$ cat config.mk
export PLATFORM = sky130hd
export DESIGN_NAME = store_aligner
export DESIGN_NICKNAME = d
export VERILOG_FILES = /design/src/mem_bus_pkg.sv /design/src/store_aligner.sv
export VERILOG_INCLUDE_DIRS = /design/src
export SDC_FILE = /design/constraint.sdc
export NUM_CORES = 1
export LEC_CHECK = 0
export ABC_AREA = 1
export BUFFER_PORTS_ARGS = -buffer_cell sky130_fd_sc_hd__buf_4
export CAP_MARGIN = 20
export CORE_MARGIN = 1
export CORE_UTILIZATION = 32
export DETAILED_ROUTE_END_ITERATION = 16
export MAX_ROUTING_LAYER = met4
export PLACE_DENSITY = 0.9
export SYNTH_ARGS = -nofsm -noshare
export SYNTH_HDL_FRONTEND = slang
export SYNTH_SLANG_ARGS = --single-unit
export TNS_END_PERCENT = 10
$ cat constraint.sdc
create_clock -name vclk -period 0.8
set_clock_uncertainty 0.05 [all_clocks]
set_input_delay 0.04 -clock vclk [all_inputs]
set_output_delay 0.04 -clock vclk [all_outputs]
set_load 0.02 [all_outputs]
$ cat src/mem_cfg.svh
`ifndef MEM_CFG_SVH
`define MEM_CFG_SVH

// Word address width, 1024 words of data memory
`define MEM_ADDR_W 10

`define MEM_DATA_W 32 // Data path width

`define MEM_NB_COL 4  // Byte lanes per word

`define MEM_COL_W 8   // Bits per lane

`endif
$ cat src/mem_bus_pkg.sv
`include "mem_cfg.svh"

// Types on the memory side of the stage
package mem_bus_pkg;

  // Access size decoded from the opcode
  typedef enum logic [1:0] {
    SZ_BYTE = 2'b00, // One lane
    SZ_HALF = 2'b01, // Two lanes, 2-byte aligned
    SZ_WORD = 2'b10  // All lanes, 4-byte aligned
  } acc_size_e;

  // One write enable per byte lane
  typedef logic [`MEM_NB_COL-1:0] lane_t;

endpackage

$ cat src/store_aligner.sv
`include "mem_cfg.svh"

module store_aligner (
  input  logic                   i_wr_en,     // Write-gate from control
  input  mem_bus_pkg::acc_size_e i_size,
  input  logic [1:0]             i_offset,    // Byte within the word
  input  logic [`MEM_DATA_W-1:0] i_wdata,     // Store data, value in the low bits
  output logic [`MEM_DATA_W-1:0] o_lane_data, // Data placed on every candidate lane
  output mem_bus_pkg::lane_t     o_byte_en
);

  mem_bus_pkg::lane_t lane_sel; // Lanes chosen before gating

  // Copy the low byte or halfword into each lane position
  always_comb begin
    case (i_size)
      mem_bus_pkg::SZ_BYTE:
        o_lane_data = {`MEM_NB_COL{i_wdata[`MEM_COL_W-1:0]}};
      mem_bus_pkg::SZ_HALF:
        o_lane_data = {(`MEM_NB_COL/2){i_wdata[2*`MEM_COL_W-1:0]}};
      default:
        o_lane_data = i_wdata;                              // Word goes through as is
    endcase
  end

  // Lane select from size and offset
  always_comb begin
    case (i_size)
      mem_bus_pkg::SZ_BYTE:
        lane_sel = mem_bus_pkg::lane_t'(1) << i_offset;     // Single lane
      mem_bus_pkg::SZ_HALF:
        lane_sel = mem_bus_pkg::lane_t'(3) << {i_offset[1], 1'b0}; // Low or high pair
      mem_bus_pkg::SZ_WORD:
        lane_sel = '1;                                      // All four lanes
      default:
        lane_sel = '0;
    endcase
  end

  assign o_byte_en = i_wr_en ? lane_sel : '0; // No lane written without the gate

  // Checked after the combinational logic settles
  always_comb begin
    a_en_gated: assert final (i_wr_en || (o_byte_en == '0))
      else $error("store_aligner byte enable set with write-gate low");
  end

endmodule

==> results of run 1 <==
[power by group through the flow]
stage,Clock (mW),Sequential (mW),Combinational [mW]
global route,0,0,0.865
detailed placement,0,0,0.753
finish,0,0,0.810
CTS,0,0,0.785
floorplan,0,0,0.394
global placement,0,0,0.736
[layer usage]
layer,vias up,GRT usage (%),wire length (um)
li1,466,-,-
met1,398,19.7,745
met2,36,47.4,1190
met3,0,2.16,113
met4,0,1.25,0
met5,-,-,0
[area by class of cell]
cell class | count | area share, %
Multi-Input combinational cell | 86 | 37.0
Tap cell | 16 | 1.81
Inverter | 12 | 4.52
Timing Repair Buffer | 80 | 56.7
[cell usage in the layout, fill, tap and decap left out, types with 2 or more instances in the layout]
cell      netlist  layout
nand2_4         0       3
nand3_1         5       4
nand2_2         0       4
nand3_2         1       2
inv_1          11      11
buf_6           3       5
o21ai_1         0       2
buf_4           8      74
nand2_1        59      52
nor2_1         10      10
o211ai_1        5       5
o21ai_0         5       2
[logic make-up (layout without fill, tap and decap cells)]
kind of cell           count (synthesis)  in the layout  share of synthesized area, %
AND/OR/NAND/NOR                       76             76                          59.1
buffers and inverters                 24             92                          28.8
AO/OA/AOI/OAI                         10             10                          12.1
[final timing paths]
kind / slack, ps / cells after the start / to / startpoint
setup / recovery: -50 / 6 / o_lane_data[12] / i_size[1]
hold / removal: 250 / 2 / o_lane_data[7] / i_wdata[7]
[timing repair]
action,4_1_cts,5_1_grt
resized for setup,10,12
pin swaps,5,3
endpoints found under the setup margin,20,20
setup buffers,3,1
==> summary.txt, run 1 <==
Outcome
  • Status: complete, but fails checks
  • Failing checks: negative setup slack

Detailed routing
  • Final wirelength: 2050 um
  • Routed length per placed instance: 10.6 um
  • Drt drc: 0
  • Starting DRT DRC Count: 9
  • Antenna-violating nets left: 0
  • Via density: 4.64
  • DR vias: 900
  • DR pass1 iterations: 4

Die
  • Die ar.: 1780 um^2
  • Core box area: 1510 um^2
  • DIE WIDTH: 42.2 um
  • Ports: 73
  • Initial Util: 34.3%
  • # rows: 14
  • Die Ht: 42.2 um

Finish
  • Sequential Area: 0 um^2
  • Footprint of the multi-input gates: 409 um^2
  • Share of layout cells above drive strength 1: 51.7%
  • Seq_cells: 0
  • N_diodes: 0
  • Nets: 217
  • Final core utilization: 73.4%
  • Clock Buffer Count: 0
  • Final Instance Area: 1110 um^2
  • Layout fillers: 131
  • Final Non-Filler Cells: 194
  • P&R area growth vs syn: 114%

Yosys
  • Sequential share of the synthesized area: 0%
  • Share of the synthesized area in the top cell type: 42.9%
  • Synth warn: 0
  • Synth cell types: 12
  • Syn_nets: 147
  • Synth Area per Inst: 4.70 um^2
  • Mapped Cells: 110
  • Ranking of synthesized cells by area: nand2_1 43%, buf_4 12%, inv_1 8.0%
  • Count leader, synth: nand2_1
  • Synthesized area: 517 um^2
  • Yosys top cell by area: nand2_1
  • Post-synth top cells: 59 x nand2_1, 11 x inv_1, 10 x nor2_1

STA
  • Final worst slack: -50.7 ps
  • Hold Slack: 249 ps
  • Final setup viols: 11
  • Min Tclk post-route: 851 ps
  • Max Clk Rate: 1180 MHz
  • Unrepaired setup endpoints after global routing: yes
  • Setup TNS: -229 ps
  • Worst slew margin: 85.5%
  • Worst-Margin Slew: 216 ps
  • Fin crit share: 106%
  • Slew Viols, Final: 0
  • Final Hold Fails: 0

Power and ir drop
  • Reg power frac: 0%
  • Leakage power: 0.700 nW
  • Switch share: 52.2%
  • Power per Cell Area: 732 nW/um^2
  • Combinational power share: 100.0%
  • Net Switching: 0.423 mW
  • Tot Pwr: 0.810 mW
  • Maximum vdd drop: 0.397 mV
  • P_int: 0.387 mW
  • Clock power frac: 0%

Worst setup path
  • Worst EP arrival: 760 ps
  • Slowest stage delay, CP: 160 ps
  • CP required: 710 ps
  • Slowest-stage cell, CP: buf_4
  • Crit-path leading delay family: buffers and inverters
  • Crit start category: input pin
  • Setup CP Type: input pin to output pin
  • CP Capture Type: output pin
  • Critical-path cell list: buf_8, nor2_4, buf_6, buf_4, o21ai_0, buf_4
  • CP dominant cell by count: buf_4
  • CP bufs+invs: 4
  • Crit path max fanout: 5

Place
  • DP HPWL: 1680 um
  • RD Place Congestion: 0.734
  • Placed Area: 1010 um^2
  • Place WS: -146 ps
  • Placed instance count: 190
  • IO Port Bufs: 73

Clocking
  • Hold-fix buffers, CTS: 0

GRT
  • Initial antenna violation count: 0
  • First-pass GRT wire length: 3130 um
  • GRT Util Overall: 21.5%
  • Number of global-route vias before repair: 833
  • Largest net degree at the start of global routing: 17
  • GRT overflow: 0

Hold path
  • Worst hold path type: input pin to output pin

Run
  • Max-cap violations: 0
Note: power is estimated with default switching activity, not from simulation.
==> run 2, diff against run 1 <==
RECOVER_POWER = 100   (was not set)
==> run 2 against run 1 <==
  * Die area did not move
  * Flip-flop and latch count unchanged
  * Largest power group unchanged
  * Clock-buffer cell count stayed put
  * The flow still finishes with violations (negative setup slack)
  * Non-clock buffer count did not move
  * Critical path depth is the same
  * Final area down 2.4%
  * Via count down 0.11%
  * Sequential share of layout area unchanged
  * Critical path type unchanged
  * Global-route usage unchanged
  * Worst setup slack hardly changed
  * Fmax is essentially flat
  * Largest cell class unchanged
  * Routed wire length fell by 0.15%
==> summary.txt, run 2 (synthesis gave the netlist of run 1 again) <==
Outcome
  • Status: complete, but fails checks
  • Failing checks: negative setup slack

Power and ir drop
  • Leakage power: 0.675 nW (-3.6%)
  • Maximum vdd drop: 0.395 mV (-0.57%)
  • Power per Cell Area: 736 nW/um^2 (+0.42%)

Detailed routing
  • Antenna-violating nets left: 0 (unchanged)
  • Final wirelength: 2050 um (-0.15%)
  • Via density: 4.63 (-0.11%)
  • Routed length per placed instance: 10.6 um (-0.15%)
  • DR vias: 899 (-0.11%)
  • Starting DRT DRC Count: 11 (+2)
  • DR pass1 iterations: 4 (unchanged)
  • Drt drc: 0 (unchanged)

Worst setup path
  • CP bufs+invs: 4 (unchanged)
  • Crit start category: input pin
  • CP required: 710 ps (about the same)
  • Setup CP Type: input pin to output pin
  • CP Capture Type: output pin
  • Worst EP arrival: 760 ps (about the same)
  • Crit path max fanout: 5 (unchanged)
  • CP dominant cell by count: buf_4
  • Slowest stage delay, CP: 160 ps (about the same)
  • Slowest-stage cell, CP: buf_4
  • Critical-path cell list: buf_8, nor2_4, buf_6, buf_4, o21ai_0, buf_4
  • Crit-path leading delay family: buffers and inverters

Place
  • Placed instance count: 190 (unchanged)
  • DP HPWL: 1680 um (unchanged)
  • IO Port Bufs: 73 (unchanged)
  • RD Place Congestion: 0.734 (unchanged)

Finish
  • Nets: 217 (unchanged)
  • Share of layout cells above drive strength 1: 47.8% (-3.9 points)
  • N_diodes: 0 (unchanged)
  • Seq_cells: 0 (unchanged)
  • P&R area growth vs syn: 109%
  • Commonest non-fill, non-tap cells in the layout: 67 x buf_4, 52 x nand2_1, 11 x inv_1
  • Most common cell after layout, fill and taps aside: buf_4
  • Clock Buffer Count: 0 (unchanged)
  • Sequential Area: 0 um^2 (unchanged)
  • Final Non-Filler Cells: 194 (unchanged)
  • Final core utilization: 71.7% (-1.7 points)

GRT
  • Initial antenna violation count: 0 (unchanged)
  • GRT overflow: 0 (unchanged)
  • Largest net degree at the start of global routing: 17 (unchanged)
  • First-pass GRT wire length: 3130 um (unchanged)
  • Number of global-route vias before repair: 833 (unchanged)
  • GRT Util Overall: 21.5% (unchanged)

STA
  • Final setup viols: 11 (unchanged)
  • Hold Slack: 275 ps (+26.7 ps)
  • Worst-Margin Slew: 269 ps (+53.1 ps)
  • Unrepaired setup endpoints after global routing: yes
  • Setup TNS: -231 ps (-2.60 ps)
  • Fin crit share: 106% (about the same)
  • Min Tclk post-route: 851 ps (-0.00750 ps)
  • Worst slew margin: 82.1% (-3.4 points)
  • Final Hold Fails: 0 (unchanged)
  • Slew Viols, Final: 0 (unchanged)
  • Max Clk Rate: 1180 MHz (about the same)
  • Final worst slack: -50.7 ps (+0.00750 ps)

Hold path
  • Hold EP: o_lane_data[4]
  • Hold Crit Start: i_wdata[4]
  • Min-Delay Path Depth: 2 (unchanged)
  • Worst hold path type: input pin to output pin

Run
  • Max-cap violations: 0 (unchanged)

Die
  • Core box area: 1510 um^2 (unchanged)
  • DIE WIDTH: 42.2 um (unchanged)
  • Die Ht: 42.2 um (unchanged)
  • # rows: 14 (unchanged)
  • Ports: 73 (unchanged)
  • Initial Util: 34.3% (unchanged)
  • Die ar.: 1780 um^2 (unchanged)
[run 2: changes by cell type in the layout (fill, tap and decap cells not counted), sizes merged]
cell | previous run | this run
buf | 80 | 73
clkbuf | 0 | 7
[run 2: layer usage]
metal	share of wire [%]	global-route usage, %	vias to the layer above
met1	36	19.7	399
li1	-	-	464
met3	5.5	2.16	0
met2	58	47.4	36
met4	0	1.25	0
met5	0	-	-
[run 2: repair_timing]
item / 4_1_cts / 5_1_grt
setup buffers: 3 / 1
resized for setup: 10 / 12
pin swaps: 5 / 3
cloned: 0 / 0
setup endpoints to repair: 20 / 20
hold buffers: 0 / 0
[run 2: worst max path at each step]
stage,start,slack (ps),to,depth (start not counted)
floorplan,i_size[1],-110,o_lane_data[10],4
CTS,i_size[0],-20,o_byte_en[0],8
global route,i_size[1],-90,o_lane_data[28],6
detailed placement,i_size[1],-150,o_lane_data[28],5
finish,i_size[1],-50,o_lane_data[12],6
global placement,i_size[1],-100,o_lane_data[25],5
[run 2: where the power goes]
group          total (mW)  internal, mW  switching (mW)  leakage, nW
Clock                   0             0               0            0
Sequential              0             0               0            0
Combinational       0.794         0.372           0.422        0.675
[run 2: area by class of cell]
| type | instances | area, um^2 |
|---|---|---|
| repair buffers | 80 | 601 |
| fillers | 138 | 427 |
| inverters | 12 | 50.0 |
| multi-input cells | 86 | 409 |
| well taps | 16 | 20.0 |
[run 2: stage by stage]
stage                     total power [mW]  setup slack (ps)  area (um^2)
after global routing                 0.850             -92.7         1080
after CTS                            0.785             -16.6         1060
after global placement               0.736             -99.3         1010
after detailed placement             0.753              -146         1010
final                                0.794             -50.7         1080
after floorplan                      0.394              -109          517
