[config.mk]
export PLATFORM = sky130hd
export DESIGN_NAME = mem_ctrl
export DESIGN_NICKNAME = d
export VERILOG_FILES = /design/src/mem_bus_pkg.sv /design/src/lsu_op_pkg.sv /design/src/mem_ctrl.sv
export VERILOG_INCLUDE_DIRS = /design/src
export SDC_FILE = /design/constraint.sdc
export NUM_CORES = 1
export LEC_CHECK = 0
export BUFFER_PORTS_ARGS = -buffer_cell sky130_fd_sc_hd__buf_2
export CORE_UTILIZATION = 31
export CTS_CLUSTER_SIZE = 14
export DETAILED_ROUTE_END_ITERATION = 10
export PLACE_DENSITY = 0.71
export SLEW_MARGIN = 10
export SYNTH_ARGS = -nofsm -noshare
export SYNTH_HDL_FRONTEND = slang
export SYNTH_SLANG_ARGS = --single-unit
[constraint.sdc]
create_clock -name i_clk -period 1.3 [get_ports i_clk]
set_clock_uncertainty 0.1 [all_clocks]
set_input_delay 0.26 -clock i_clk [delete_from_list [all_inputs] [get_ports i_clk]]
set_output_delay 0.26 -clock i_clk [all_outputs]
set_load 0.1 [all_outputs]
[src/mem_cfg.svh]
`ifndef MEM_CFG_SVH
`define MEM_CFG_SVH

// Word address width, 1024 words of data memory
`define MEM_ADDR_W 10

`define MEM_DATA_W 32 // Data path width

`define MEM_NB_COL 4  // Byte lanes per word

`define MEM_COL_W 8   // Bits per lane

`endif
[src/mem_bus_pkg.sv]
`include "mem_cfg.svh"

// Types on the memory side of the stage
package mem_bus_pkg;

  // Access size decoded from the opcode
  typedef enum logic [1:0] {
    SZ_BYTE = 2'b00, // One lane
    SZ_HALF = 2'b01, // Two lanes, 2-byte aligned
    SZ_WORD = 2'b10  // All lanes, 4-byte aligned
  } acc_size_e;

  // One write enable per byte lane
  typedef logic [`MEM_NB_COL-1:0] lane_t;

endpackage

[src/lsu_op_pkg.sv]
// Opcodes seen by the memory-access stage
package lsu_op_pkg;

  localparam int LSU_OP_W = 4; // Opcode field width

  // Load/store operation carried with each request
  typedef enum logic [LSU_OP_W-1:0] {
    OP_NONE = 4'h0, // Bubble, no memory access
    OP_LB   = 4'h1, // Load byte, sign-extended
    OP_LBU  = 4'h2, // Load byte, zero-extended
    OP_LH   = 4'h3, // Load halfword, sign-extended
    OP_LHU  = 4'h4, // Load halfword, zero-extended
    OP_LW   = 4'h5, // Load word
    OP_SB   = 4'h6, // Store byte
    OP_SH   = 4'h7, // Store halfword
    OP_SW   = 4'h8  // Store word
  } lsu_op_e;

endpackage

[src/mem_ctrl.sv]
`include "mem_cfg.svh"

module mem_ctrl (
  input  logic                   i_clk,
  input  logic                   i_rst,
  input  logic                   i_valid,       // One-cycle request strobe
  input  lsu_op_pkg::lsu_op_e    i_op,
  input  logic [`MEM_ADDR_W+1:0] i_byte_addr,
  output mem_bus_pkg::acc_size_e o_size,        // Size of the current request
  output logic [1:0]             o_offset,      // Byte within the word
  output logic                   o_wr_en,       // Valid aligned store
  output logic                   o_rd_en,       // Valid aligned load
  output logic [`MEM_ADDR_W-1:0] o_word_addr,
  output logic                   o_ld_valid,    // Load result due this cycle
  output mem_bus_pkg::acc_size_e o_ld_size,
  output logic                   o_ld_signed,
  output logic [1:0]             o_ld_offset,
  output logic                   o_misaligned   // Previous request was misaligned
);

  logic is_load;   // Opcode is one of the loads
  logic is_store;  // Opcode is one of the stores
  logic is_signed; // Load result is sign-extended
  logic aligned;   // Address fits the access size

  assign o_offset    = i_byte_addr[1:0];
  assign o_word_addr = i_byte_addr[`MEM_ADDR_W+1:2]; // Drop the byte offset

  // Opcode decode
  always_comb begin
    is_load   = 1'b0;
    is_store  = 1'b0;
    is_signed = 1'b0;
    o_size    = mem_bus_pkg::SZ_WORD;
    case (i_op)
      lsu_op_pkg::OP_LB: begin
        is_load   = 1'b1;
        is_signed = 1'b1;
        o_size    = mem_bus_pkg::SZ_BYTE;
      end
      lsu_op_pkg::OP_LBU: begin
        is_load = 1'b1;
        o_size  = mem_bus_pkg::SZ_BYTE;
      end
      lsu_op_pkg::OP_LH: begin
        is_load   = 1'b1;
        is_signed = 1'b1;
        o_size    = mem_bus_pkg::SZ_HALF;
      end
      lsu_op_pkg::OP_LHU: begin
        is_load = 1'b1;
        o_size  = mem_bus_pkg::SZ_HALF;
      end
      lsu_op_pkg::OP_LW:  is_load  = 1'b1;
      lsu_op_pkg::OP_SB: begin
        is_store = 1'b1;
        o_size   = mem_bus_pkg::SZ_BYTE;
      end
      lsu_op_pkg::OP_SH: begin
        is_store = 1'b1;
        o_size   = mem_bus_pkg::SZ_HALF;
      end
      lsu_op_pkg::OP_SW:  is_store = 1'b1;
      default: ;                                     // OP_NONE and unused codes
    endcase
  end

  // Halfword needs bit 0 clear, word needs bits 1:0 clear
  always_comb begin
    case (o_size)
      mem_bus_pkg::SZ_HALF: aligned = ~i_byte_addr[0];
      mem_bus_pkg::SZ_WORD: aligned = (i_byte_addr[1:0] == 2'b00);
      default:              aligned = 1'b1;
    endcase
  end

  assign o_wr_en = i_valid & is_store & aligned; // Misaligned stores write nothing
  assign o_rd_en = i_valid & is_load & aligned;  // Misaligned loads read nothing

  always_ff @(posedge i_clk) begin
    if (i_rst) begin
      o_ld_valid   <= 1'b0;
      o_misaligned <= 1'b0;
    end else begin
      o_ld_valid   <= o_rd_en;                              // Meets the RAM read register
      o_misaligned <= i_valid & (is_load | is_store) & ~aligned;
    end
  end

  // Load context travels alongside the RAM read
  always_ff @(posedge i_clk) begin
    o_ld_size   <= o_size;
    o_ld_signed <= is_signed;
    o_ld_offset <= o_offset;
  end

  a_no_rd_wr: assert property (@(posedge i_clk) disable iff (i_rst)
    !(o_wr_en && o_rd_en))
    else $error("mem_ctrl read and write enabled together");

endmodule

==> impl_metrics.sql <==
INSERT INTO impl_metrics (metric_group, metric, value, unit) VALUES
('outcome', 'outcome', 'complete, but fails checks', ''),
('outcome', 'violations', 'negative setup slack', ''),
('yosys', 'netlist-cell-type-count', '23', ''),
('yosys', 'synth.yosys.warnings', '0', ''),
('setup_path', 'criticalPathCategory', 'primary input to output pin', ''),
('global_route', 'grt.total_usage', '0.1894', ''),
('yosys', 'avgSynthCellArea', '9.123', 'um^2'),
('route', 'via_per_inst', '4.920', ''),
('route', 'drt_first_pass_iters', '4', ''),
('global_route', 'first_pass_grt_wire_length', '1821', 'um'),
('floorplan', 'design.portCount', '42', ''),
('timing', 'timing.slew.headroom', '0.8048', ''),
('cts', 'cts_buffer_depth', '2', ''),
('final_layout', 'final_core_utilization', '0.7154', ''),
('placed_design', 'place_hpwl', '835.7', 'um'),
('setup_path', 'critical-path-max-stage-delay', '0.40', 'ns'),
('power', 'cellLeakagePower', '0.4036', 'nW'),
('setup_path', 'critical-path-slowest-cell', 'sky130_fd_sc_hd__or3b_4', ''),
('timing', 'report.final.hold_viol_count', '0', ''),
('timing', 'final_critical_path_setup_slack', '-0.3601', 'ns'),
('final_layout', 'post_route_cells_drive_above_1_share', '0.7534', ''),
('yosys', 'syn_inst', '48', ''),
('placed_design', 'port_buffers', '21', ''),
('route', 'drc_violation_total_after_the_first_tritonroute_iteration', '5', ''),
('setup_path', 'cp_data_arrival_time', '1.30', 'ns'),
('final_layout', 'finalNetCount', '93', ''),
('floorplan', 'fp.dieArea', '1567', 'um^2'),
('global_route', 'grt-ovfl-total', '0', ''),
('setup_path', 'worst_setup_path_start_kind', 'primary input', ''),
('run', 'max_cap_violations', '0', ''),
('global_route', 'maximum_number_of_pins_on_one_net_before_global_route_repair', '7', ''),
('route', 'detail_route.wirelength', '1313', 'um'),
('cts', 'cts_hold_buf', '0', ''),
('timing', 'timing_max_transition_violations_final', '0', ''),
('final_layout', 'antenna_cells_inserted', '0', ''),
('yosys', 'postSynthNetCount', '67', ''),
('yosys', 'yosys.area.top_type', 'sky130_fd_sc_hd__dfxtp_1', ''),
('yosys', 'ys_seq_area_frac', '0.3200', ''),
('yosys', 'post_synth_instance_area', '437.9', 'um^2'),
('floorplan', 'placeableCoreArea', '1301', 'um^2'),
('setup_path', 'worstSetupStartpoint', 'i_op[2]', ''),
('yosys', 'synth.top_cells.by_area', 'sky130_fd_sc_hd__dfxtp_1 32%, sky130_fd_sc_hd__buf_4 22%, sky130_fd_sc_hd__or3b_1 4.0%', ''),
('setup_path', 'worst-endpoint-required', '0.94', 'ns'),
('floorplan', 'floorplan.initialDensity', '0.3365', ''),
('power', 'power.density', '896.0', 'nW/um^2'),
('timing', 'grt_setup_unrepaired', 'true', ''),
('route', 'detail_route.wl_per_cell', '14.92', 'um'),
('setup_path', 'critical_path.max_fanout', '4', ''),
('route', 'post-route-drc-count', '0', ''),
('hold_path', 'worst_hold_path_type', 'primary input to flip-flop', ''),
('floorplan', 'floorplan.rows', '13', ''),
('setup_path', 'list_of_cells_traversed_by_the_critical_path', 'buf_8, or3b_4, a31oi_4, o211a_4, buf_12', ''),
('cts', 'clock_tree.root_cell', 'sky130_fd_sc_hd__clkbuf_4', ''),
('timing', 'final_setup_viols', '4', ''),
('timing', 'clock.fmax', '0.6024', 'GHz'),
('power', 'vdd.ir_drop.worst', '0.3691', 'mV'),
('yosys', 'yosys.area.top_type_share', '0.3200', ''),
('placed_design', 'numPlacedInstances', '80', ''),
('global_route', 'grt_pass1_vias', '407', ''),
('timing', 'hold_ws', '0.1127', 'ns'),
('final_layout', 'fillCellCount', '79', ''),
('timing', 'final.setup.tns', '-1.200', 'ns'),
('cts', 'number_of_buffers_added_by_the_clock_tree_synthesis_step', '3', ''),
('floorplan', 'die_y', '39.59', 'um'),
('route', 'final_antenna_net_count', '0', ''),
('route', 'via_count', '433', ''),
('yosys', 'synth_seq_cells', '7', ''),
('setup_path', 'critical_path_sink_type', 'output pin', ''),
('cts', 'cts_tree', 'built', ''),
('final_layout', 'synthToLayoutAreaGrowth', '112.6', '%'),
('timing', 'tightest_slew', '0.2915', 'ns'),
('cts', 'htree_num_levels', '1', ''),
('cts', 'clk_pin_slew', '0.05', 'ns'),
('timing', 'finalCritPeriodShare', '1.277', ''),
('floorplan', 'die_width', '39.59', 'um'),
('hold_path', 'min-delay-start', 'i_byte_addr[1]', ''),
('final_layout', 'layoutNonFillerInstCount', '88', ''),
('placed_design', 'gp_congestion', '0.8195', ''),
('cts', 'clock-sinks', '7', ''),
('global_route', 'number_of_antenna_violations_at_the_first_check_in_global_routing', '0', ''),
('timing', 'finalWorstPathRequiredPeriod', '1.660', 'ns');
==> cell families (layout without fill, tap and decap cells) <==
group,count (synthesis),in the layout,share of synthesized area
compound gates,9,9,0.1600
buf+inv,18,43,0.2886
xor+xnor,2,2,0.04001
simple gates,12,12,0.1915
flops,7,7,0.3200
==> state kept, by name, summed over array words and instances (netlist names) <==
signal        count
o_ld_valid        1
o_ld_size         2
o_misaligned      1
o_ld_signed       1
o_ld_offset       2
==> routing by layer <==
metal / vias to the layer above / GRT usage / wire, um / part of all wire
li1: 201 / - / - / -
met1: 195 / 0.1701 / 400 / 0.30
met2: 31 / 0.3525 / 741 / 0.56
met3: 6 / 0.02273 / 119 / 0.091
met4: 0 / 0.1810 / 51 / 0.039
met5: - / 0 / 0 / 0
==> Yosys cell counts <==
cell type                  instances
sky130_fd_sc_hd__inv_1             2
sky130_fd_sc_hd__nand2b_1          1
sky130_fd_sc_hd__xor2_1            2
sky130_fd_sc_hd__nor2b_1           1
sky130_fd_sc_hd__buf_2             2
sky130_fd_sc_hd__buf_4            13
sky130_fd_sc_hd__a21oi_1           3
sky130_fd_sc_hd__or3b_1            2
sky130_fd_sc_hd__o22ai_1           1
sky130_fd_sc_hd__nor4_1            2
sky130_fd_sc_hd__nor4b_1           1
sky130_fd_sc_hd__or3_2             1
sky130_fd_sc_hd__a21bo_2           1
sky130_fd_sc_hd__nor3b_1           1
sky130_fd_sc_hd__nand2_1           1
sky130_fd_sc_hd__nor2_1            1
sky130_fd_sc_hd__a22o_1            1
sky130_fd_sc_hd__buf_6             1
sky130_fd_sc_hd__o21bai_1          1
sky130_fd_sc_hd__a31oi_2           1
sky130_fd_sc_hd__dfxtp_1           7
sky130_fd_sc_hd__o211a_1           1
sky130_fd_sc_hd__nor3_2            1
==> cells in the final DEF (no fill, tap or decap), types with 2 or more instances in the layout <==
cell type and instances:
sky130_fd_sc_hd__buf_8 3, sky130_fd_sc_hd__buf_2 4, sky130_fd_sc_hd__nor4_1 2, sky130_fd_sc_hd__buf_4 12
sky130_fd_sc_hd__clkbuf_4 3, sky130_fd_sc_hd__a21oi_2 2, sky130_fd_sc_hd__dfxtp_1 7, sky130_fd_sc_hd__or3b_4 2
sky130_fd_sc_hd__buf_12 13, sky130_fd_sc_hd__buf_6 5
==> power by group <==
part | leakage (nW) | switching, W | internal (W) | total [W]
sequential | 0.0580 | 0.00000894 | 0.000226 | 0.000235
clock | 0.0150 | 0.0000767 | 0.000117 | 0.000194
combinational | 0.331 | 0.000235 | 0.000170 | 0.000405
total | 0.404 | 0.000320 | 0.000514 | 0.000834
==> final timing paths <==
check / end / cells after the start
hold / removal: o_ld_offset[1]$_DFF_P_ / 1
setup / recovery: o_wr_en / 5
==> repair_timing <==
action                     4_1_cts  5_1_grt
setup endpoints to repair        4        4
pin swaps                        7        7
resized for setup               17        6
buffers inserted                 2        2
==> worst max-delay path: cells and delay by family <==
family	cells	cell delay, ns
buffers and inverters	2	0.27
AO/OA/AOI/OAI	2	0.37
AND/OR/NAND/NOR	1	0.40
==> area by class of cell <==
| type | count | area (um^2) | area share |
|---|---|---|---|
| repair buffers | 37 | 471.7 | 0.5067 |
| well taps | 15 | 18.77 | 0.02016 |
| multi-input cells | 23 | 266.5 | 0.2863 |
| flip-flops and latches | 7 | 140.1 | 0.1505 |
| clock buffers | 4 | 26.28 | 0.02823 |
| inverters | 2 | 7.507 | 0.008065 |
==> through the flow <==
stage	worst slack (ns)	cell area [um^2]	total power [W]
2_1_floorplan	-0.7487	500.5	0.0006082
3_3_place_gp	-0.4012	777.0	0.0005869
3_5_place_dp	-0.4087	777.0	0.0005936
4_1_cts	-0.3680	889.6	0.0008191
5_1_grt	-0.3873	930.9	0.0008717
6_report	-0.3601	930.9	0.0008340
Note: power is estimated with default switching activity, not from simulation.
