==> config.mk <==
export PLATFORM = sky130hd
export DESIGN_NAME = load_extender
export DESIGN_NICKNAME = d
export VERILOG_FILES = /design/src/mem_bus_pkg.sv /design/src/load_extender.sv
export VERILOG_INCLUDE_DIRS = /design/src
export SDC_FILE = /design/constraint.sdc
export NUM_CORES = 1
export LEC_CHECK = 0
export BUFFER_PORTS_ARGS = -buffer_cell sky130_fd_sc_hd__buf_2
export CAP_MARGIN = 20
export CORE_MARGIN = 2
export CORE_UTILIZATION = 38
export DETAILED_ROUTE_END_ITERATION = 6
export GPL_TIMING_DRIVEN = 0
export MAX_ROUTING_LAYER = met4
export PLACE_DENSITY_LB_ADDON = 0.12
export SLEW_MARGIN = 25
export SYNTH_ARGS = -nofsm -noshare
export SYNTH_HDL_FRONTEND = slang
export SYNTH_SLANG_ARGS = --single-unit
==> constraint.sdc <==
create_clock -name vclk -period 1.39
set_clock_uncertainty 0.15 [all_clocks]
set_input_delay 0.139 -clock vclk [all_inputs]
set_output_delay 0.139 -clock vclk [all_outputs]
set_load 0.1 [all_outputs]
==> src/mem_cfg.svh <==
`ifndef MEM_CFG_SVH
`define MEM_CFG_SVH

// Word address width, 1024 words of data memory
`define MEM_ADDR_W 10

`define MEM_DATA_W 32 // Data path width

`define MEM_NB_COL 4  // Byte lanes per word

`define MEM_COL_W 8   // Bits per lane

`endif
==> src/mem_bus_pkg.sv <==
`include "mem_cfg.svh"

// Types on the memory side of the stage
package mem_bus_pkg;

  // Access size decoded from the opcode
  typedef enum logic [1:0] {
    SZ_BYTE = 2'b00, // One lane
    SZ_HALF = 2'b01, // Two lanes, 2-byte aligned
    SZ_WORD = 2'b10  // All lanes, 4-byte aligned
  } acc_size_e;

  // One write enable per byte lane
  typedef logic [`MEM_NB_COL-1:0] lane_t;

endpackage

==> src/load_extender.sv <==
`include "mem_cfg.svh"

module load_extender (
  input  logic                   i_clk,
  input  logic                   i_rst,
  input  logic                   i_ld_valid,  // Load result due this cycle
  input  mem_bus_pkg::acc_size_e i_ld_size,
  input  logic                   i_ld_signed, // Sign-extend the result
  input  logic [1:0]             i_ld_offset, // Byte within the word
  input  logic [`MEM_DATA_W-1:0] i_raw,       // Word from the RAM read register
  output logic [`MEM_DATA_W-1:0] o_rdata,
  output logic                   o_rvalid
);

  logic [`MEM_DATA_W-1:0]   shifted; // Selected lane moved to bit 0
  logic [`MEM_COL_W-1:0]    lo_byte;
  logic [2*`MEM_COL_W-1:0]  lo_half;
  logic [`MEM_DATA_W-1:0]   ext;     // Extended result

  assign shifted = i_raw >> (i_ld_offset * `MEM_COL_W);
  assign lo_byte = shifted[`MEM_COL_W-1:0];
  assign lo_half = shifted[2*`MEM_COL_W-1:0];

  // Sign or zero fill above the loaded lane
  always_comb begin
    case (i_ld_size)
      mem_bus_pkg::SZ_BYTE:
        ext = {{(`MEM_DATA_W-`MEM_COL_W){i_ld_signed & lo_byte[`MEM_COL_W-1]}}, lo_byte};
      mem_bus_pkg::SZ_HALF:
        ext = {{(`MEM_DATA_W-2*`MEM_COL_W){i_ld_signed & lo_half[2*`MEM_COL_W-1]}},
               lo_half};
      default:
        ext = i_raw;                                          // Full word
    endcase
  end

  assign o_rdata  = i_ld_valid ? ext : '0; // Zero while no load result
  assign o_rvalid = i_ld_valid;

  // Offset held in the context must match the size it travels with
  a_ld_aligned: assert property (@(posedge i_clk) disable iff (i_rst)
    i_ld_valid |-> ((i_ld_size == mem_bus_pkg::SZ_BYTE) ||
                    (i_ld_size == mem_bus_pkg::SZ_HALF && !i_ld_offset[0]) ||
                    (i_ld_size == mem_bus_pkg::SZ_WORD && i_ld_offset == 2'b00)))
    else $error("load_extender misaligned load context, offset %0d", i_ld_offset);

endmodule

==> impl_metrics.yaml, run 1 <==
synth:
  ys_seq_area_frac: 0
  avgSynthCellArea_sq_um: 7.05
  syn_area_sq_um: 902
  synthDistinctLibCells: 29
  syn_nets: 168
  yosys_warnings: 0
  syn_inst: 128
status:
  error: "[ERROR DPL-0038] Utilization greater than 100%, impossible to legalize"
  status: "aborted with a tool error"
  lastStage: "4_1_cts"
floorplan:
  rows: 17
  die_width_um: 52.7
  dieHeight_um: 52.7
  io_pins: 73
  initial_core_util: 0.404
placed_design:
  placed_area_sq_um: 1620
  port_buffers: 70
  gp_congestion: 0.783
  place_hpwl_mm: 2.84
  dpl.cell_count: 226
clock_tree:
  post_cts_resized: 150
  cts_setup_buffers: 10
  cts_hold_buf: 0
Yosys cell counts (all sizes together):
cell type / count / area [sq um]
mux2: 2 / 22.5
a2bb2oi: 7 / 61.3
a21boi: 1 / 7.51
a31o: 8 / 70.1
mux2i: 8 / 80.1
and2: 1 / 6.26
nor3b: 1 / 12.5
mux4: 1 / 26.3
nand2b: 2 / 12.5
clkbuf: 7 / 36.3
o221a: 7 / 78.8
dlygate4sd1: 1 / 8.76
a221oi: 1 / 26.3
nand2: 34 / 128
clkinv: 1 / 3.75
buf: 7 / 62.6
clkdlybuf4s25: 1 / 10.0
o21ai: 16 / 80.1
o211ai: 8 / 60.1
nand3b: 9 / 71.3
nor2: 3 / 18.8
and4b: 1 / 10.0
xor2: 1 / 8.76
per-stage QoR:
step           setup WS [ns]  utilization  setup TNS (ns)  hold WS (ns)
3_3_place_gp          -0.682        0.725          -19.08         0.512
3_5_place_dp          -0.743        0.725          -20.51         0.514
2_1_floorplan         -0.368            -           -6.83         0.340
kinds of logic after synthesis:
kind of cell / Yosys count / synth area share
buf+inv: 17 / 0.135
simple gates: 51 / 0.287
xor+xnor: 1 / 0.00971
mux: 11 / 0.143
compound gates: 48 / 0.426
==> run 2: changes to the inputs <==
--- a/config.mk
+++ b/config.mk
@@ -8,12 +8,11 @@
 export LEC_CHECK = 0
 export BUFFER_PORTS_ARGS = -buffer_cell sky130_fd_sc_hd__buf_2
 export CAP_MARGIN = 20
-export CORE_MARGIN = 2
-export CORE_UTILIZATION = 38
+export CORE_AREA = 2 2 63 65
 export DETAILED_ROUTE_END_ITERATION = 6
+export DIE_AREA = 0 0 65 67
 export GPL_TIMING_DRIVEN = 0
-export MAX_ROUTING_LAYER = met4
-export PLACE_DENSITY_LB_ADDON = 0.12
+export PLACE_DENSITY_LB_ADDON = 0.15
 export SLEW_MARGIN = 25
 export SYNTH_ARGS = -nofsm -noshare
 export SYNTH_HDL_FRONTEND = slang
==> constraint.sdc (replaced) <==
create_clock -name vclk -period 1.81
set_clock_uncertainty 0.15 [all_clocks]
set_input_delay 0.181 -clock vclk [all_inputs]
set_output_delay 0.181 -clock vclk [all_outputs]
set_load 0.1 [all_outputs]
==> run 2 against run 1 <==
The flow now finishes, with violations (setup timing); synthesized cell count unchanged; synthesized area is the same.
==> impl_metrics.yaml, run 2 <==
status:
  status: "complete, but fails checks"
  failed_checks: "setup timing"
sta:
  fin_ws_ns: -0.0327
  worst_pin_slew_ns: 0.483
  whs_ns: 0.596
  finalCritPeriodShare: 1.02
  slew_viol_final: 0
  rsz0062_at_grt: "true"
  finalHoldViolations: 0
  relSlewSlack: 0.680
  final-setup-viol-count: 8
  min_period_ns: 1.84
  max_freq_mhz: 543
power_and_ir_drop:
  seq_power_share: 0
  p_leak_nw: 0.890
  peakVddDrop_uv: 273
  total_power_uw: 955
  p_switching_uw: 613
  p_clk_frac: 0
  pwr-share-comb: 1.000
  switching_share: 0.642
  internal_power_uw: 341
  power.density_nw_per_um2: 485
synth:
  synthDistinctLibCells: 29
  synthXorXnorAreaFrac: 0.00971
  ys_seq_area_frac: 0
  syn_nets: 168
  yosys_warnings: 0
  syn_inst: 128
  yosysTopAreaCell: "nand2_1"
  avgSynthCellArea_sq_um: 7.05
  syn_area_sq_um: 902
  synth_compound_area_frac: 0.426
  yosys.area_share.adder: 0
  netlist_top_cells_area: "nand2_1 (14%), mux2i_1 (8.9%), o221a_2 (8.7%), a31o_2 (7.8%), o21ai_0 (7.8%)"
  synthTopCellsByCount: "nand2_1 (34), o21ai_0 (14)"
  synthSimpleGateAreaFrac: 0.287
  synth_mux_area_frac: 0.143
  yosys.area.top_type_share: 0.141
  synth_top_family_by_area: "compound AO/OA/AOI/OAI gates"
  yosysMostFrequentCell: "nand2_1"
floorplan:
  rows: 22
  core_sq_um: 3610
  initial_core_util: 0.250
  io_pins: 73
  die-area_sq_um: 4360
  die_width_um: 65
  dieHeight_um: 67
finish:
  ff_latch_area_sq_um: 0
  nClkBuffers: 0
  seq_cells: 0
  areaGrowthSynthToFinish_pct: 118
  final_cell_mix: "buf_2 (36), nand2_1 (34), buf_6 (16), buf_12 (14), buf_4 (12)"
  design_area_sq_um: 1970
  fillers: 341
  multiInputGateArea_sq_um: 1010
  finish.net_count: 245
  antenna_cells: 0
  drive_above_1_share: 0.635
  final_common_cell: "buf_2"
grt:
  grt_max_degree: 11
  grt_pass1_wl_mm: 6.13
  grt_pass1_vias: 1272
  grt_antenna_before_repair: 0
  track_usage: 0.175
  grt_overflow: 0
job:
  drv_cap: 0
worst_setup_path:
  endpoint_kind: "output port"
  slowest_delay_ns: 0.53
  arrival_ns: 1.51
  startpoint_type: "input pin"
  cpMaxStageDelayCell: "mux4_2"
  path_max_fanout: 5
  crit_buf_inv: 3
  cpLargestDelayFamily: "multiplexers"
  cp.required_ns: 1.48
  path_cells: "buf_8, mux4_2, nor3b_4, buf_6, a31o_4, buf_12"
  path_class: "in2out"
min_path:
  hp-start: "i_ld_valid"
  hold_end: "o_rvalid"
  hold_depth: 2
  min_path_type: "in2out"
routing:
  drc: 0
  drtAntennaViolNets: 0
  firstDrtPassIters: 4
  vias: 1288
  first_iter_violations: 29
  routed_wl_mm: 3.90
  wl_per_cell_um: 15.5
  via_per_inst: 5.13
placed_design:
  place_hpwl_mm: 2.92
  gp_congestion: 0.786
  placed_area_sq_um: 1460
  port_buffers: 70
clock_tree:
  cts_hold_buf: 0
==> run 2: cell counts after synthesis <==
Identical to the previous run, type by type.
==> run 2: layer usage <==
metal | up-vias | GRT usage | part of all wire
met5 | - | 0 | 0
met4 | 0 | 0.0106 | 0
met3 | 0 | 0.0101 | 0.046
li1 | 638 | - | -
met1 | 608 | 0.223 | 0.43
met2 | 42 | 0.335 | 0.52
==> run 2: logic make-up after synthesis <==
kind of cell / Yosys count
AOI/OAI and AO/OA: 48
xor gates and xnor gates: 1
buffers and inverters: 17
muxes: 11
and+or+nand+nor: 51
==> run 2: final cells by class <==
type / count / share of cell area
buffer: 14 / 0.0623
inverter: 1 / 0.00191
multi-input combinational: 111 / 0.511
tap: 48 / 0.0305
timing repair buffer: 77 / 0.395
==> run 2: worst max path at each step <==
stage | cells past startpoint | slack [ns] | to | start
2_1_floorplan | 4 | -0.03 | o_rdata[16] | i_ld_offset[1]
3_3_place_gp | 6 | -0.40 | o_rdata[22] | i_ld_offset[1]
3_5_place_dp | 6 | -0.42 | o_rdata[22] | i_ld_offset[1]
4_1_cts | 6 | -0.03 | o_rdata[12] | i_ld_offset[1]
5_1_grt | 6 | -0.06 | o_rdata[10] | i_ld_offset[1]
6_report | 6 | -0.03 | o_rdata[10] | i_ld_offset[1]
==> run 2: repair_timing <==
item                                    CTS  global route
pin swaps                                 2             0
gates resized for setup                 104            20
endpoints found under the setup margin   32            29
endpoints found under the hold margin     0             0
setup buffers                             6             1
cloned                                    1             0
==> run 2: power groups by stage <==
stage	sequential, mW	clock [mW]	combinational [mW]
after global placement	0	0	0.750
after detailed placement	0	0	0.756
final	0	0	0.955
after floorplan	0	0	0.620
after CTS	0	0	0.929
after global routing	0	0	0.992
==> run 2: per-stage QoR <==
stage | utilization | instances | worst slack [ns] | TNS [ns]
after CTS | 0.528 | 251 | -0.0269 | -0.0816
after global routing | 0.546 | 251 | -0.0620 | -0.652
final | 0.546 | 251 | -0.0327 | -0.210
after detailed placement | 0.406 | 246 | -0.424 | -9.40
after floorplan | - | 128 | -0.0323 | -0.328
after global placement | 0.406 | 246 | -0.397 | -8.95
(Power assumes the default switching activity.)
==> run 3: changes to the inputs <==
--- a/config.mk
+++ b/config.mk
@@ -13,6 +13,7 @@
 export DIE_AREA = 0 0 65 67
 export GPL_TIMING_DRIVEN = 0
 export PLACE_DENSITY_LB_ADDON = 0.15
+export RECOVER_POWER = 25
 export SLEW_MARGIN = 25
 export SYNTH_ARGS = -nofsm -noshare
 export SYNTH_HDL_FRONTEND = slang
==> run 3 against run 2 <==
The run still ends with setup timing left; non-clock buffer count did not move; sequential share of layout area did not move; sequential cell count did not move; global-route usage did not move; critical path depth did not move; maximum frequency barely moved; worst hold slack improved by 0.0076 ns; critical path type unchanged; critical endpoint unchanged; highest routed layer unchanged.
==> impl_metrics.yaml, run 3 (synthesis gave the netlist of run 2 again) <==
routing:
  drc: 0
  first_iter_violations: 30
  firstDrtPassIters: 4
  routed_wl_mm: 3.90
  drtAntennaViolNets: 0
  via_per_inst: 5.11
  vias: 1282
  wl_per_cell_um: 15.5
power_and_ir_drop:
  power.density_nw_per_um2: 485
  peakVddDrop_uv: 273
  total_power_uw: 953
  p_leak_nw: 0.886
worst_setup_path:
  startpoint_type: "input pin"
  cp.required_ns: 1.48
  arrival_ns: 1.51
  path_max_fanout: 5
  path_class: "in2out"
  endpoint_kind: "output port"
floorplan:
  initial_core_util: 0.250
  die-area_sq_um: 4360
  die_width_um: 65
  core_sq_um: 3610
  dieHeight_um: 67
  rows: 22
  io_pins: 73
sta:
  fin_ws_ns: -0.0321
  fin_setup_tns_ns: -0.205
  final-setup-viol-count: 8
  slew_viol_final: 0
  whs_ns: 0.604
  min_period_ns: 1.84
  max_freq_mhz: 543
  rsz0062_at_grt: "true"
  finalCritPeriodShare: 1.02
  relSlewSlack: 0.235
  worst_pin_slew_ns: 1.15
  finalHoldViolations: 0
finish:
  fillers: 342
  areaGrowthSynthToFinish_pct: 118
  multiInputGateArea_sq_um: 1000
  design_area_sq_um: 1960
  seq_cells: 0
  antenna_cells: 0
  final_cell_mix: "buf_2 (35), nand2_1 (34), buf_6 (16), buf_12 (14), buf_4 (11)"
  final_common_cell: "buf_2"
  ff_latch_area_sq_um: 0
  nClkBuffers: 0
  drive_above_1_share: 0.631
  finish.net_count: 245
grt:
  grt_pass1_vias: 1272
  grt_max_degree: 11
  grt_antenna_before_repair: 0
  track_usage: 0.175
  grt_overflow: 0
  grt_pass1_wl_mm: 6.13
status:
  status: "complete, but fails checks"
  failed_checks: "setup timing"
job:
  drv_cap: 0
placed_design:
  post-place-ws_ns: -0.424
  placed_area_sq_um: 1460
  place_hpwl_mm: 2.92
  gp_congestion: 0.786
  port_buffers: 70
min_path:
  min_path_type: "in2out"
-- run 3: per-stage QoR --
step | util | instances
floorplan | - | 128
global placement | 0.406 | 246
detailed placement | 0.406 | 246
CTS | 0.528 | 251
global route | 0.544 | 251
finish | 0.544 | 251
-- run 3: routing by layer --
layer,wire (um),vias up,global-route usage
met5,0,-,0
li1,-,637,-
met1,1690,605,0.223
met2,2030,40,0.335
met3,175,0,0.0101
met4,0,0,0.0106
-- run 3: path summary, 6_finish.rpt --
path,from,endpoint,slack (ns),cells after the start
worst max-delay path,i_ld_offset[1],o_rdata[10],-0.03,6
worst min-delay path,i_raw[31],o_rdata[31],0.60,4
-- run 3: repair_timing --
| item | 4_1_cts | 5_1_grt |
|---|---|---|
| endpoints found under the setup margin | 32 | 29 |
| pin swaps | 2 | 0 |
| resized for setup | 104 | 20 |
| setup buffers | 6 | 1 |
| hold buffers | 0 | 0 |
| gates cloned | 1 | 0 |
-- run 3: power breakdown --
group          internal (mW)  switching [mW]
Combinational          0.340           0.612
Sequential                 0               0
Clock                      0               0
Total                  0.340           0.612
-- run 3: area by class of cell --
class | count | share of cell area
multi-input combinational | 111 | 0.510
timing repair buffer | 77 | 0.395
buffer | 14 | 0.0625
tap | 48 | 0.0306
inverter | 1 | 0.00191
-- run 3: worst max-delay path: stages --
cell and delay, ns:
buf_8 0.09, mux4_2 0.53, nor3b_4 0.19, buf_6 0.15
a31o_4 0.22, buf_12 0.16
